==> config.mk <==
export PLATFORM = sky130hd
export DESIGN_NAME = ecp5wrapper
export DESIGN_NICKNAME = d
export VERILOG_FILES = /design/src/tft_pkg.sv /design/src/reset_on_start.sv /design/src/key_decode.sv /design/src/tft_execute.sv /design/src/tft_bus_writer.sv /design/src/ecp5wrapper.sv
export VERILOG_INCLUDE_DIRS = /design/src /design/src/src
export SDC_FILE = /design/constraint.sdc
export NUM_CORES = 1
export LEC_CHECK = 0
export ABC_CLOCK_PERIOD_IN_PS = 5200
export BUFFER_PORTS_ARGS = -buffer_cell sky130_fd_sc_hd__buf_2
export CAP_MARGIN = 5
export CORE_MARGIN = 2
export CORE_UTILIZATION = 45
export CTS_BUF_LIST = sky130_fd_sc_hd__clkbuf_16
export CTS_CLUSTER_DIAMETER = 120
export DETAILED_ROUTE_END_ITERATION = 6
export GPL_TIMING_DRIVEN = 0
export PLACE_DENSITY = 0.72
export SYNTH_ARGS = -nofsm -noshare
export SYNTH_HDL_FRONTEND = slang
export SYNTH_SLANG_ARGS = --single-unit
==> constraint.sdc <==
create_clock -name clk -period 5.2 [get_ports clk]
set_input_delay 0.52 -clock clk [delete_from_list [all_inputs] [get_ports clk]]
set_output_delay 0.52 -clock clk [all_outputs]
set_load 0.01 [all_outputs]
==> src/tft_params.svh <==
`ifndef TFT_PARAMS_SVH
`define TFT_PARAMS_SVH

// ***************************************************************************
// link depths
// ***************************************************************************

// command queue depth in execute, starting credits in decode.
`define TFT_CMD_CREDITS 4

// byte buffer depth in the bus writer, starting credits in execute.
`define TFT_BYTE_CREDITS 2

// ***************************************************************************
// sequencing
// ***************************************************************************

// pixels written per fill or clear.
`define TFT_FILL_PIXELS 8

// clk cycles per reset sequencer step.
`define TFT_RESET_PRESCALE 4

`endif

==> src/tft_pkg.sv <==
package tft_pkg;

    typedef logic [7:0]  tft_byte_t;    // one bus byte.
    typedef logic [15:0] pixel_t;       // rgb565.
    typedef logic [1:0]  colour_idx_t;  // red, green, blue, white.

    // codes sent to the panel controller.
    typedef tft_byte_t lcd_cmd_t;

    // opcodes on the decode to execute link.
    typedef enum logic [2:0] {
        SET_COLOUR,
        FILL,
        DISP_ON,
        DISP_OFF,
        CLEAR
    } cmd_op_t;

    // sequencer states, also brought out on tftstate.
    typedef enum logic [2:0] {
        INIT,
        IDLE,
        WAIT_TE,
        SEND_CMD,
        SEND_PIX
    } exec_state_t;

endpackage

==> src/reset_on_start.sv <==
`timescale 1ns/1ns
`include "tft_params.svh"

module reset_on_start (
    input  logic clk,
    input  logic manual,
    output logic reset
);

    localparam int PRESCALE = `TFT_RESET_PRESCALE;
    localparam int PW       = $clog2(PRESCALE);

    logic [PW-1:0] pre_cnt = '0;
    logic [2:0]    startup = 3'd4;      // power-on value, reset held.
    logic          tick;

    assign tick  = (pre_cnt == PW'(PRESCALE - 1));
    assign reset = startup[2] | manual; // msb is the reset.

    always_ff @(posedge clk or posedge manual) begin
        if (manual) begin
            pre_cnt <= '0;
            startup <= 3'd4;
        end else begin
            pre_cnt <= tick ? '0 : pre_cnt + 1'b1;
            if (tick) begin
                case (startup)
                    3'd4:    startup <= 3'd5;
                    3'd5:    startup <= 3'd6;
                    3'd6:    startup <= 3'd7;
                    3'd7:    startup <= 3'd0; // release.
                    default: startup <= startup;
                endcase
            end
        end
    end

endmodule

==> src/key_decode.sv <==
`timescale 1ns/1ns
`include "tft_params.svh"

module key_decode (
    input  logic                 clk,
    input  logic                 rst,
    input  logic                 enable,
    input  logic [7:0]           buttons,
    input  logic                 cmd_credit,
    output logic                 cmd_valid,
    output tft_pkg::cmd_op_t     cmd_op,
    output tft_pkg::colour_idx_t cmd_arg
);

    import tft_pkg::*;

    localparam int CMD_CREDITS = `TFT_CMD_CREDITS;
    localparam int CW          = $clog2(CMD_CREDITS + 1);

    logic [7:0]    sync_meta;
    logic [7:0]    sync_q;
    logic [7:0]    sync_prev;
    logic [7:0]    rise;
    logic [7:0]    pending;
    logic [7:0]    sel_mask;
    logic [2:0]    sel_idx;
    logic          have;
    logic [CW-1:0] credits;

    // ***********************************************************************
    // synchronizer and edge detect
    // ***********************************************************************

    always_ff @(posedge clk or posedge rst) begin
        if (rst) begin
            sync_meta <= '0;
            sync_q    <= '0;
            sync_prev <= '0;
        end else begin
            sync_meta <= buttons;
            sync_q    <= sync_meta;
            sync_prev <= sync_q;
        end
    end

    assign rise = sync_q & ~sync_prev & {8{enable}}; // dropped while disabled.

    // lowest pending index goes first.
    always_comb begin
        sel_idx = 3'd0;
        for (int i = 7; i >= 0; i--) begin
            if (pending[i]) begin
                sel_idx = 3'(i);
            end
        end
    end

    assign have     = |pending;
    assign sel_mask = have ? (8'b1 << sel_idx) : 8'b0;

    // ***********************************************************************
    // pending edges and credits
    // ***********************************************************************

    always_ff @(posedge clk or posedge rst) begin
        if (rst) begin
            pending <= '0;
            credits <= CW'(CMD_CREDITS);
        end else begin
            pending <= (pending & ~sel_mask) | rise; // no credit means dropped.
            case ({cmd_valid, cmd_credit})
                2'b10:   credits <= credits - 1'b1;
                2'b01:   credits <= credits + 1'b1;
                default: credits <= credits;
            endcase
        end
    end

    assign cmd_valid = have && (credits != '0);
    assign cmd_arg   = colour_idx_t'(sel_idx[1:0]);

    always_comb begin
        case (sel_idx)
            3'd4:    cmd_op = FILL;
            3'd5:    cmd_op = DISP_ON;
            3'd6:    cmd_op = DISP_OFF;
            3'd7:    cmd_op = CLEAR;
            default: cmd_op = SET_COLOUR; // buttons 0 to 3.
        endcase
    end

endmodule

==> src/tft_execute.sv <==
`timescale 1ns/1ns
`include "tft_params.svh"

module tft_execute (
    input  logic                 clk,
    input  logic                 rst,
    input  logic                 cmd_valid,
    input  tft_pkg::cmd_op_t     cmd_op,
    input  tft_pkg::colour_idx_t cmd_arg,
    input  logic                 te,
    input  logic                 byte_credit,
    output logic                 cmd_credit,
    output logic                 byte_valid,
    output tft_pkg::tft_byte_t   byte_data,
    output logic                 byte_dc,
    output tft_pkg::exec_state_t state,
    output tft_pkg::colour_idx_t colour,
    output logic                 fill_done,
    output logic                 lcd_rst_n
);

    import tft_pkg::*;

    localparam int QDEPTH       = `TFT_CMD_CREDITS;
    localparam int QW           = $clog2(QDEPTH);
    localparam int BYTE_CREDITS = `TFT_BYTE_CREDITS;
    localparam int BCW          = $clog2(BYTE_CREDITS + 1);
    localparam logic [15:0] LAST_PIX = 16'(`TFT_FILL_PIXELS - 1);

    localparam lcd_cmd_t LCD_SWRESET = 8'h01;
    localparam lcd_cmd_t LCD_SLPOUT  = 8'h11;
    localparam lcd_cmd_t LCD_COLMOD  = 8'h3A;
    localparam lcd_cmd_t LCD_RGB565  = 8'h55;
    localparam lcd_cmd_t LCD_DISPON  = 8'h29;
    localparam lcd_cmd_t LCD_DISPOFF = 8'h28;
    localparam lcd_cmd_t LCD_RAMWR   = 8'h2C;

    cmd_op_t       q_op  [QDEPTH];
    colour_idx_t   q_arg [QDEPTH];
    logic [QW:0]   q_wr;
    logic [QW:0]   q_rd;
    logic          q_empty;
    logic          pop;
    cmd_op_t       head_op;
    colour_idx_t   head_arg;
    logic          te_meta;
    logic          te_sync;
    logic [BCW-1:0] byte_cnt;
    logic          want_send;
    logic          send;
    logic [2:0]    init_cnt;
    logic          fill_active;
    logic [15:0]   pix_cnt;
    logic          pix_half;
    pixel_t        pix_value;
    lcd_cmd_t      cmd_byte;
    tft_byte_t     next_byte;
    logic          next_dc;

    function automatic pixel_t colour_rgb(input colour_idx_t idx);
        case (idx)
            2'd0:    return 16'hF800;
            2'd1:    return 16'h07E0;
            2'd2:    return 16'h001F;
            default: return 16'hFFFF;
        endcase
    endfunction

    // ***********************************************************************
    // command queue
    // ***********************************************************************

    always_ff @(posedge clk) begin
        if (cmd_valid) begin
            q_op[q_wr[QW-1:0]]  <= cmd_op;
            q_arg[q_wr[QW-1:0]] <= cmd_arg;
        end
    end

    assign q_empty  = (q_wr == q_rd);
    assign head_op  = q_op[q_rd[QW-1:0]];
    assign head_arg = q_arg[q_rd[QW-1:0]];
    assign pop      = (state == IDLE) && !q_empty;

    always_ff @(posedge clk or posedge rst) begin
        if (rst) begin
            q_wr       <= '0;
            q_rd       <= '0;
            cmd_credit <= 1'b0;
            te_meta    <= 1'b0;
            te_sync    <= 1'b0;
        end else begin
            if (cmd_valid) q_wr <= q_wr + 1'b1;
            if (pop) q_rd <= q_rd + 1'b1;
            cmd_credit <= pop;  // one credit per pop.
            te_meta    <= te;
            te_sync    <= te_meta;
        end
    end

    // ***********************************************************************
    // byte stream
    // ***********************************************************************

    assign want_send = (state == INIT) || (state == SEND_CMD) || (state == SEND_PIX);
    assign send      = want_send && (byte_cnt != '0);

    always_comb begin
        next_dc   = 1'b0;
        next_byte = '0;
        case (state)
            INIT: begin
                case (init_cnt)
                    3'd0:    next_byte = LCD_SWRESET;
                    3'd1:    next_byte = LCD_SLPOUT;
                    3'd2:    next_byte = LCD_COLMOD;
                    3'd3:    next_byte = LCD_RGB565;
                    default: next_byte = LCD_DISPON;
                endcase
                next_dc = (init_cnt == 3'd3); // format argument is data.
            end
            SEND_CMD: next_byte = cmd_byte;
            SEND_PIX: begin
                next_byte = pix_half ? pix_value[7:0] : pix_value[15:8];
                next_dc   = 1'b1;
            end
            default: next_byte = '0;
        endcase
    end

    always_ff @(posedge clk) begin
        if (send) begin
            byte_data <= next_byte;
            byte_dc   <= next_dc;
        end
        if (pop) begin
            case (head_op)
                FILL:     pix_value <= colour_rgb(colour);
                CLEAR:    pix_value <= '0; // black.
                DISP_ON:  cmd_byte  <= LCD_DISPON;
                DISP_OFF: cmd_byte  <= LCD_DISPOFF;
                default:  cmd_byte  <= cmd_byte;
            endcase
        end else if (state == WAIT_TE) begin
            cmd_byte <= LCD_RAMWR;
        end
    end

    // ***********************************************************************
    // sequencer
    // ***********************************************************************

    always_ff @(posedge clk or posedge rst) begin
        if (rst) begin
            state       <= INIT;
            init_cnt    <= '0;
            colour      <= '0;
            fill_active <= 1'b0;
            pix_cnt     <= '0;
            pix_half    <= 1'b0;
            fill_done   <= 1'b0;
            lcd_rst_n   <= 1'b0;
            byte_valid  <= 1'b0;
            byte_cnt    <= BCW'(BYTE_CREDITS);
        end else begin
            lcd_rst_n  <= 1'b1;
            byte_valid <= send;
            case ({send, byte_credit})
                2'b10:   byte_cnt <= byte_cnt - 1'b1;
                2'b01:   byte_cnt <= byte_cnt + 1'b1;
                default: byte_cnt <= byte_cnt;
            endcase
            case (state)
                INIT: begin
                    if (send) begin
                        init_cnt <= init_cnt + 1'b1;
                        if (init_cnt == 3'd4) state <= IDLE;
                    end
                end
                IDLE: begin
                    if (pop) begin
                        case (head_op)
                            SET_COLOUR: colour <= head_arg;
                            FILL, CLEAR: begin
                                fill_active <= 1'b1;
                                state       <= WAIT_TE;
                            end
                            default: begin
                                fill_active <= 1'b0;
                                state       <= SEND_CMD;
                            end
                        endcase
                    end
                end
                WAIT_TE: begin
                    if (te_sync) state <= SEND_CMD;
                end
                SEND_CMD: begin
                    pix_cnt  <= '0;
                    pix_half <= 1'b0;
                    if (send) state <= fill_active ? SEND_PIX : IDLE;
                end
                SEND_PIX: begin
                    if (send) begin
                        pix_half <= ~pix_half;
                        if (pix_half && pix_cnt == LAST_PIX) begin
                            state       <= IDLE;
                            fill_active <= 1'b0;
                            fill_done   <= ~fill_done; // one toggle per fill.
                        end else if (pix_half) begin
                            pix_cnt <= pix_cnt + 1'b1;
                        end
                    end
                end
                default: state <= IDLE;
            endcase
        end
    end

endmodule

==> src/tft_bus_writer.sv <==
`timescale 1ns/1ns
`include "tft_params.svh"

module tft_bus_writer (
    input  logic               clk,
    input  logic               rst,
    input  logic               byte_valid,
    input  tft_pkg::tft_byte_t byte_data,
    input  logic               byte_dc,
    output logic               byte_credit,
    output logic               cs_n,
    output logic               dc,
    output logic               wr_n,
    output tft_pkg::tft_byte_t data
);

    import tft_pkg::*;

    localparam int DEPTH = `TFT_BYTE_CREDITS;
    localparam int PW    = $clog2(DEPTH);

    tft_byte_t   buf_data [DEPTH];
    logic        buf_dc   [DEPTH];
    logic [PW:0] wr_ptr;
    logic [PW:0] rd_ptr;
    logic        buf_empty;
    logic        load;

    assign buf_empty = (wr_ptr == rd_ptr);
    assign load      = wr_n && !buf_empty; // start a write cycle.

    always_ff @(posedge clk) begin
        if (byte_valid) begin
            buf_data[wr_ptr[PW-1:0]] <= byte_data;
            buf_dc[wr_ptr[PW-1:0]]   <= byte_dc;
        end
        if (load) begin
            data <= buf_data[rd_ptr[PW-1:0]];
            dc   <= buf_dc[rd_ptr[PW-1:0]];
        end
    end

    // ***********************************************************************
    // write strobe, one cycle low then one high
    // ***********************************************************************

    always_ff @(posedge clk or posedge rst) begin
        if (rst) begin
            wr_ptr      <= '0;
            rd_ptr      <= '0;
            cs_n        <= 1'b1;
            wr_n        <= 1'b1;
            byte_credit <= 1'b0;
        end else begin
            if (byte_valid) wr_ptr <= wr_ptr + 1'b1;
            byte_credit <= ~wr_n;       // returned in the high phase.
            if (!wr_n) begin
                wr_n <= 1'b1;
            end else if (load) begin
                rd_ptr <= rd_ptr + 1'b1;
                wr_n   <= 1'b0;
                cs_n   <= 1'b0;
            end else begin
                cs_n   <= 1'b1;         // buffer drained.
            end
        end
    end

endmodule

==> src/ecp5wrapper.sv <==
`timescale 1ns/1ns

module ecp5wrapper (
    input  logic clk,
    input  logic rst,

    input  logic switch4,

    input  logic J39_b15,
    input  logic J39_c15,
    input  logic J39_b20,
    input  logic J39_e11,

    input  logic J39_b10,
    input  logic J39_a14,
    input  logic J39_d13,
    input  logic J39_e12,

    input  logic J40_m3,
    output logic J40_a15,
    output logic J40_h2,
    output logic J40_j4,
    output logic J40_j3,
    output logic J40_l4,
    output logic J40_m4,
    output logic J40_n4,
    output logic J40_p5,
    output logic J40_n5,
    output logic J40_l5,
    output logic J40_k3,
    output logic J40_j5,

    output tft_pkg::exec_state_t tftstate,
    output logic [2:0]           leds,
    output logic                 test
);

    import tft_pkg::*;

    logic        sys_reset;
    logic [7:0]  buttons;
    logic        cmd_valid;
    cmd_op_t     cmd_op;
    colour_idx_t cmd_arg;
    logic        cmd_credit;
    logic        byte_valid;
    tft_byte_t   byte_data;
    logic        byte_dc;
    logic        byte_credit;
    colour_idx_t colour;
    tft_byte_t   bus_data;

    // colours 0 to 3, then fill, on, off, clear.
    assign buttons = {J39_e12, J39_d13, J39_a14, J39_b10,
                      J39_e11, J39_b20, J39_c15, J39_b15};

    assign leds = (colour == 2'd3) ? 3'b111 : (3'b001 << colour); // white lights all.

    assign J40_l4 = bus_data[0];
    assign J40_m4 = bus_data[1];
    assign J40_n4 = bus_data[2];
    assign J40_p5 = bus_data[3];
    assign J40_n5 = bus_data[4];
    assign J40_l5 = bus_data[5];
    assign J40_k3 = bus_data[6];
    assign J40_j5 = bus_data[7];

    reset_on_start ros (
        .clk    (clk),
        .manual (rst),
        .reset  (sys_reset)
    );

    key_decode key_decode_inst (
        .clk        (clk),
        .rst        (sys_reset),
        .enable     (switch4),
        .buttons    (buttons),
        .cmd_credit (cmd_credit),
        .cmd_valid  (cmd_valid),
        .cmd_op     (cmd_op),
        .cmd_arg    (cmd_arg)
    );

    tft_execute tft_execute_inst (
        .clk         (clk),
        .rst         (sys_reset),
        .cmd_valid   (cmd_valid),
        .cmd_op      (cmd_op),
        .cmd_arg     (cmd_arg),
        .te          (J40_m3),
        .byte_credit (byte_credit),
        .cmd_credit  (cmd_credit),
        .byte_valid  (byte_valid),
        .byte_data   (byte_data),
        .byte_dc     (byte_dc),
        .state       (tftstate),
        .colour      (colour),
        .fill_done   (test),
        .lcd_rst_n   (J40_a15)
    );

    tft_bus_writer tft_bus_writer_inst (
        .clk         (clk),
        .rst         (sys_reset),
        .byte_valid  (byte_valid),
        .byte_data   (byte_data),
        .byte_dc     (byte_dc),
        .byte_credit (byte_credit),
        .cs_n        (J40_h2),
        .dc          (J40_j4),
        .wr_n        (J40_j3),
        .data        (bus_data)
    );

endmodule

* Word-level counts from Yosys, hierarchy flattened
Memories as Yosys holds them, arrays and structs flattened. A register that Yosys moved wholly into a read port is not among the register bits.
Cells that the tools add are included.
Widths: inputs -> output; s select.
** Word-level totals
- Output and inout bits :: 19
- Word-level logic and storage cells :: 185
- Memory bits (writable) :: 38
- Memories kept :: 4
- Input bits :: 12
- Register bits after elaboration :: 118
** Memory list
- tft_bus_writer_inst.buf_data :: depth 2, bits a word 8, read ports 1, clocked after Yosys merged registers in 1, write ports 1, RTL line tft_bus_writer.sv:22 : tft_byte_t buf_data [DEPTH];
- tft_execute_inst.q_op :: depth 4, bits a word 3, read ports 1, clocked after Yosys merged registers in 0, write ports 1, RTL line tft_execute.sv:38 : cmd_op_t q_op [QDEPTH];
- tft_execute_inst.q_arg :: depth 4, bits a word 2, read ports 1, clocked after Yosys merged registers in 1, write ports 1, RTL line tft_execute.sv:39 : colour_idx_t q_arg [QDEPTH];
- tft_bus_writer_inst.buf_dc :: depth 2, bits a word 1, read ports 1, clocked after Yosys merged registers in 1, write ports 1, RTL line tft_bus_writer.sv:23 : logic buf_dc [DEPTH];
** Operators by class
- Add/sub/neg operators :: 11
- Shifts and indexed selects :: 2
- Bitwise operators :: 10
- Reductions and logical operators :: 35
- Muxes and demuxes :: 51
- Eq/ne operators :: 42
** Operator list (count)
- $pmux 16 s2 :: 2
- $mux 3 :: 17
- $mux 16 :: 3
- $pmux 16 s3 :: 1
- $eq 3x3->1 const B :: 11
- $mux 8 :: 4
- $pmux 7 s4 :: 1
- $and 8x8->8 :: 3
- $pmux 3 s4 :: 2
- $pmux 8 s3 :: 1
- $eq 3x2->1 const B :: 6
- $add 16x1->16 const B :: 1
- $eq 16x3->1 const B :: 1
- $not 8->8 :: 2
- $pmux 8 s2 :: 1
- $pmux 3 s5 :: 1
- $reduce_bool 2->1 :: 7
- $add 3x1->3 const B :: 4
- $ne 2x1->1 const B :: 6
- $pmux 3 s2 :: 2
- $reduce_and 2->1 :: 6
- $eq 2x2->1 const B :: 5
- $mux 1 :: 10
- $eq 3x1->1 const B :: 3
- other kinds (29) :: 51

* Longest topological paths before layout
- Depth after elaboration :: 13
- Depth in mapped cells :: 11

* Cells and area by module
From an unflattened synthesis, not the netlist that was laid out.
** Unflattened totals
- Cell total of the unflattened synthesis :: 466
- Area, all modules :: 6213.5 sq um
** By module, submodules not included
- tft_execute :: instances 1, cells an instance 293, area an instance 3527.1 sq um
- tft_bus_writer :: instances 1, cells an instance 66, area an instance 1237.4 sq um
- key_decode :: instances 1, cells an instance 85, area an instance 1199.9 sq um
- reset_on_start :: instances 1, cells an instance 15, area an instance 191.4 sq um
- ecp5wrapper :: instances 1, cells an instance 7, area an instance 57.6 sq um

* Least setup slack after synthesis
Ideal clock, no wire load.
- Kind :: register to register
- From :: register tft_execute_inst.q_rd[0]
- To :: register tft_execute_inst.colour[0] (read register of tft_execute_inst.q_arg)
- Period minus slack after synthesis :: 2.143 ns
- Setup slack :: 3.057 ns
- Arrival :: 2.017 ns
- Setup time :: 0.125 ns
- Required time :: 5.075 ns
- Stages on the path, launching flop included :: 6
- Cell sequence :: dfrtp_1 buf_6 mux4_2 or4_4 nand2b_4 mux2_4
** Between the ends
- Longest elaborated chain between the ends :: 4
- Elaborated cells on any way between the ends :: 6
- Classes of those cells :: 1 x eq/ne; 4 x reduce/logical; 1 x memory
** RTL lines
- start: declaration :: RTL line tft_execute.sv:41 : logic [QW:0] q_rd;
- start signal: assignment :: RTL line tft_execute.sv:94 : if (pop) q_rd <= q_rd + 1'b1;
- parallel branches: the longest is 4 deep, another holds $mem_v2 4x3
- end: declaration :: RTL line tft_execute.sv:17 : output tft_pkg::colour_idx_t colour,
Several ways; the timed one is not identified.
A chain may end at the register's enable or synchronous reset.

* Worst setup path after layout
- From :: register tft_execute_inst.pix_cnt[0]
- To :: register tft_execute_inst.pix_cnt[7]
** Between the ends
- Longest elaborated chain between the ends :: 5
- Elaborated cells on any way between the ends :: 9
- Classes of those cells :: 1 x add/sub; 2 x eq/ne; 4 x mux; 2 x reduce/logical
** RTL lines
- start: declaration :: RTL line tft_execute.sv:53 : logic [15:0] pix_cnt;
- start signal: assignment :: RTL line tft_execute.sv:211 : pix_cnt <= pix_cnt + 1'b1;
- $add 16x1->16 :: RTL line tft_execute.sv:211
- $mux 16 :: RTL line tft_execute.sv:210 : end else if (pix_half) begin
- $mux 16 :: RTL line tft_execute.sv:206 : if (pix_half && pix_cnt == LAST_PIX) begin
- $mux 16 :: RTL line tft_execute.sv:204 : if (send) begin
- $pmux 16 s2 :: RTL line tft_execute.sv:173 : case (state)
Several ways; a longest one is shown, not always the timed one. The select of a mux whose other input is x is not followed.

==> reports/metrics.cfg <==
[status]
status = completed

[detailed_routing]
drc = 0
wire_per_inst_um = 14.2
final_antenna_net_count = 0
via_per_inst = 5.20
dr.pass1.iters = 4
wirelength_mm = 10.0
vias = 3663
first_iter_violations = 152

[worst_setup_path]
crit_family = simple AND/OR/NAND/NOR gates
start_kind = flip-flop
worst-endpoint-required_ns = 5.50
crit_chain = ha_1, nor4bb_1, nand4_1, o21ai_2, nor3_1, o21a_1
arrival_ns = 2.71
rrSetupSlack_ns = 2.79
critPathCapture = tft_execute_inst.pix_cnt[7]$_DFFE_PP0P_
r2r_start = tft_execute_inst.pix_cnt[0]$_DFFE_PP0P_
regToRegEndpoint = tft_execute_inst.pix_cnt[7]$_DFFE_PP0P_
crit_path_max_fanout = 10
path_class = flip-flop to flip-flop
crit_path_end_kind = flip-flop
crit_start = tft_execute_inst.pix_cnt[0]$_DFFE_PP0P_
ff2ff_path_depth = 6
worst-path-stages = 6
cp_slowest_stage_delay_ns = 0.48
cp_slowest_cell = nand4_1
cp_num_buf_inv = 0

[synth]
synth_top_family_by_area = simple AND/OR/NAND/NOR gates
muxShareOfSynthArea_pct = 4.43
ys_types = 59
syn-num-nets = 496
synthAdderAreaFrac_pct = 3.76
ys_async_sr_fraction_pct = 58.8
synth.avg_cell_area_um2 = 13.3
yosys.area_share.simple_pct = 11.6
ys_seq_elements = 148
synth_flop_cell = dfrtp_1
synth-compound-area-share_pct = 7.81
synth_edf_count = 61
synth_top_area_share_pct = 33.2
synthTopCellsByArea = dfrtp_1 33%, edfxtp_1 30%, ha_1 3.4%
yosysSeqAreaShare_pct = 64.9
ys.warnings.count = 0
synth_area_leader_cell = dfrtp_1
synth_cells = 466
synth_xor_area_share_pct = 4.39
netlist_area_um2 = 6180

[place]
placed_area_um2 = 6600
place.gp.congestion = 0.867
portBuffers = 29
place_ws_ns = 2.84
dp_hpwl_mm = 7.05

[clock_tree]
htree_levels = 4
cts_buffers = 17
clkLatencyLatePin_ns = 0.42
cts_tree = done
cts_hold_buffers = 0
post-cts-setup-buffer-count = 0
numClockSinks = 148
cts-resized-gates = 0
cts.path.max_buffers = 2
path_clk_slew_ns = 0.06
root_buffer = clkbuf_16

[die]
die_area_um2 = 14700
ioPinCount = 31
dieWidth_um = 121
fp.dieH_um = 121
start_util_pct = 46.3
rows = 42
core_area_um2 = 13300

[power]
irDropWorstVdd_mv = 0.295
pwr_density_cell_nw_per_um2 = 357
cellLeakagePower_nw = 3.11

[sta]
worstMarginPinSlew_ns = 0.798
fin_ws_ns = 2.79
slew_headroom_pct = 46.7
hold_viol_final = 0
max_freq_ghz = 0.416
clock_skew_ns = 0.0127
min_period_over_period_pct = 46.3
min_period_ns = 2.41
drv_slew = 0
setup_violations = 0
rsz0062_at_grt = false
fin_tns_setup_ns = 0

[layout]
layout-drive-gt1-share_pct = 19.1
nets = 546
stdcell_area_um2 = 7190
areaGrowthSynthToFinish_pct = 16.3
diodes = 0

[worst_hold_path]
hold_class = primary input to async pin

[global_routing]
grt_max_degree = 32
grt-ovfl-total = 0
grt_pass1_vias = 3809
grt_pass1_wl_mm = 17.4
grt_antenna_before_repair = 0
grt_usage_pct = 15.1

[flow_run]
cap_violations = 0

cell families after synthesis:
family                     count (synthesis)
adders and majority gates                 18
other                                      1
DFF                                      148
xor gates and xnor gates                  31
AOI/OAI and AO/OA                         73
muxes                                     18
buffers and inverters                     40
and+or+nand+nor                          137
state kept, by name (all words and copies together), names as in the netlist, 3 cells and up:
name and cells:
tft_execute_inst.q_op 12, ros.startup 3, tft_execute_inst.q_wr 3, tft_bus_writer_inst.data 8, tft_execute_inst.byte_data 8, key_decode_inst.sync_meta 8
tft_execute_inst.state 3, key_decode_inst.credits 3, tft_execute_inst.q_rd 3, key_decode_inst.sync_q 8, key_decode_inst.pending 8, key_decode_inst.sync_prev 8
tft_execute_inst.q_arg 8, tft_bus_writer_inst.buf_data 16, tft_execute_inst.init_cnt 3, tft_execute_inst.pix_cnt 16, tft_execute_inst.pix_value 3
through the flow:
stage	hold slack (ns)	cells	utilization, %	total power [mW]
floorplan	0.298	466	-	1.36
global placement	0.332	671	49.1	1.39
detailed placement	0.336	673	49.4	1.39
CTS	0.00131	704	53.9	2.60
global route	0.0198	704	53.9	2.66
finish	0.0164	704	53.9	2.57
power breakdown:
part	switching (mW)	internal, mW	leakage (nW)
clock network	0.476	0.721	0.298
registers	0.0162	1.25	1.67
logic	0.0666	0.0357	1.14
layer usage:
layer | share of wire, % | up-vias | track usage (%)
met4 | 2.0 | 0 | 6.32
met3 | 3.7 | 21 | 5.08
met1 | 43 | 1799 | 17.6
met2 | 52 | 75 | 25.7
li1 | - | 1768 | -
met5 | 0 | - | 0
worst register-to-register path, delay by kind of cell (launching register included):
family	cells	cell delay, ns
simple gates	3	0.97
compound gates	2	0.65
flops	1	0.40
fa+ha+maj	1	0.27
placed cells by master, fill, tap and decap left out, drive strengths merged, types with 4 or more instances in the layout:
master,count
and3,5
nor2b,5
clkinv,5
dfstp,5
xnor2,14
dfrtp,82
xor2,17
nand3b,6
nor3,7
o21ai,26
a21oi,16
or3,4
ha,17
nand4,4
mux2,13
mux4,5
nand2b,4
buf,37
nor2,35
nand3,7
o2111ai,5
and2,8
clkbuf,27
inv,32
nand2,36
edfxtp,61
Yosys cell counts, drive strengths merged, types with 3 or more instances:
master and count:
mux2 13, nor3 7, a21oi 16, nand2b 4
dfrtp 82, mux4 5, nand3b 6, nor4 3
nand2 36, o2111ai 5, dfstp 5, o31ai 3
inv 26, or4 3, o21ai 26, nand4 4
clkbuf 8, o211ai 3, buf 6, nor2 35
and3 5, xor2 17, edfxtp 61, o21a 3
or3 4, ha 17, nand3 7, o41ai 3
and2 8, nor2b 5, xnor2 14
worst min-delay path by stage:
stage	from	end	slack, ns	cells after the start
2_1_floorplan	rst	ros.pre_cnt[0]$_DFF_PP0_	0.30	1
3_3_place_gp	key_decode_inst.sync_meta[2]$_DFF_PP0_	key_decode_inst.sync_q[2]$_DFF_PP0_	0.33	0
3_5_place_dp	key_decode_inst.sync_meta[1]$_DFF_PP0_	key_decode_inst.sync_q[1]$_DFF_PP0_	0.34	0
4_1_cts	rst	ros.startup[0]$_DFFE_PP0P_	0.001	2
5_1_grt	rst	ros.pre_cnt[1]$_DFF_PP0_	0.02	2
6_report	rst	ros.startup[0]$_DFFE_PP0P_	0.02	2
area by class of cell:
| type | count | area [um2] |
|---|---|---|
| Multi-Input combinational cell | 278 | 1990 |
| Clock inverter | 12 | 118 |
| Tap cell | 176 | 220 |
| Fill cell | 1109 | 6160 |
| Inverter | 26 | 97.6 |
| Buffer | 14 | 90.1 |
| Clock buffer | 19 | 475 |
| Timing Repair Buffer | 31 | 185 |
| Sequential cell | 148 | 4020 |
Note: power is estimated with default switching activity, not from simulation.
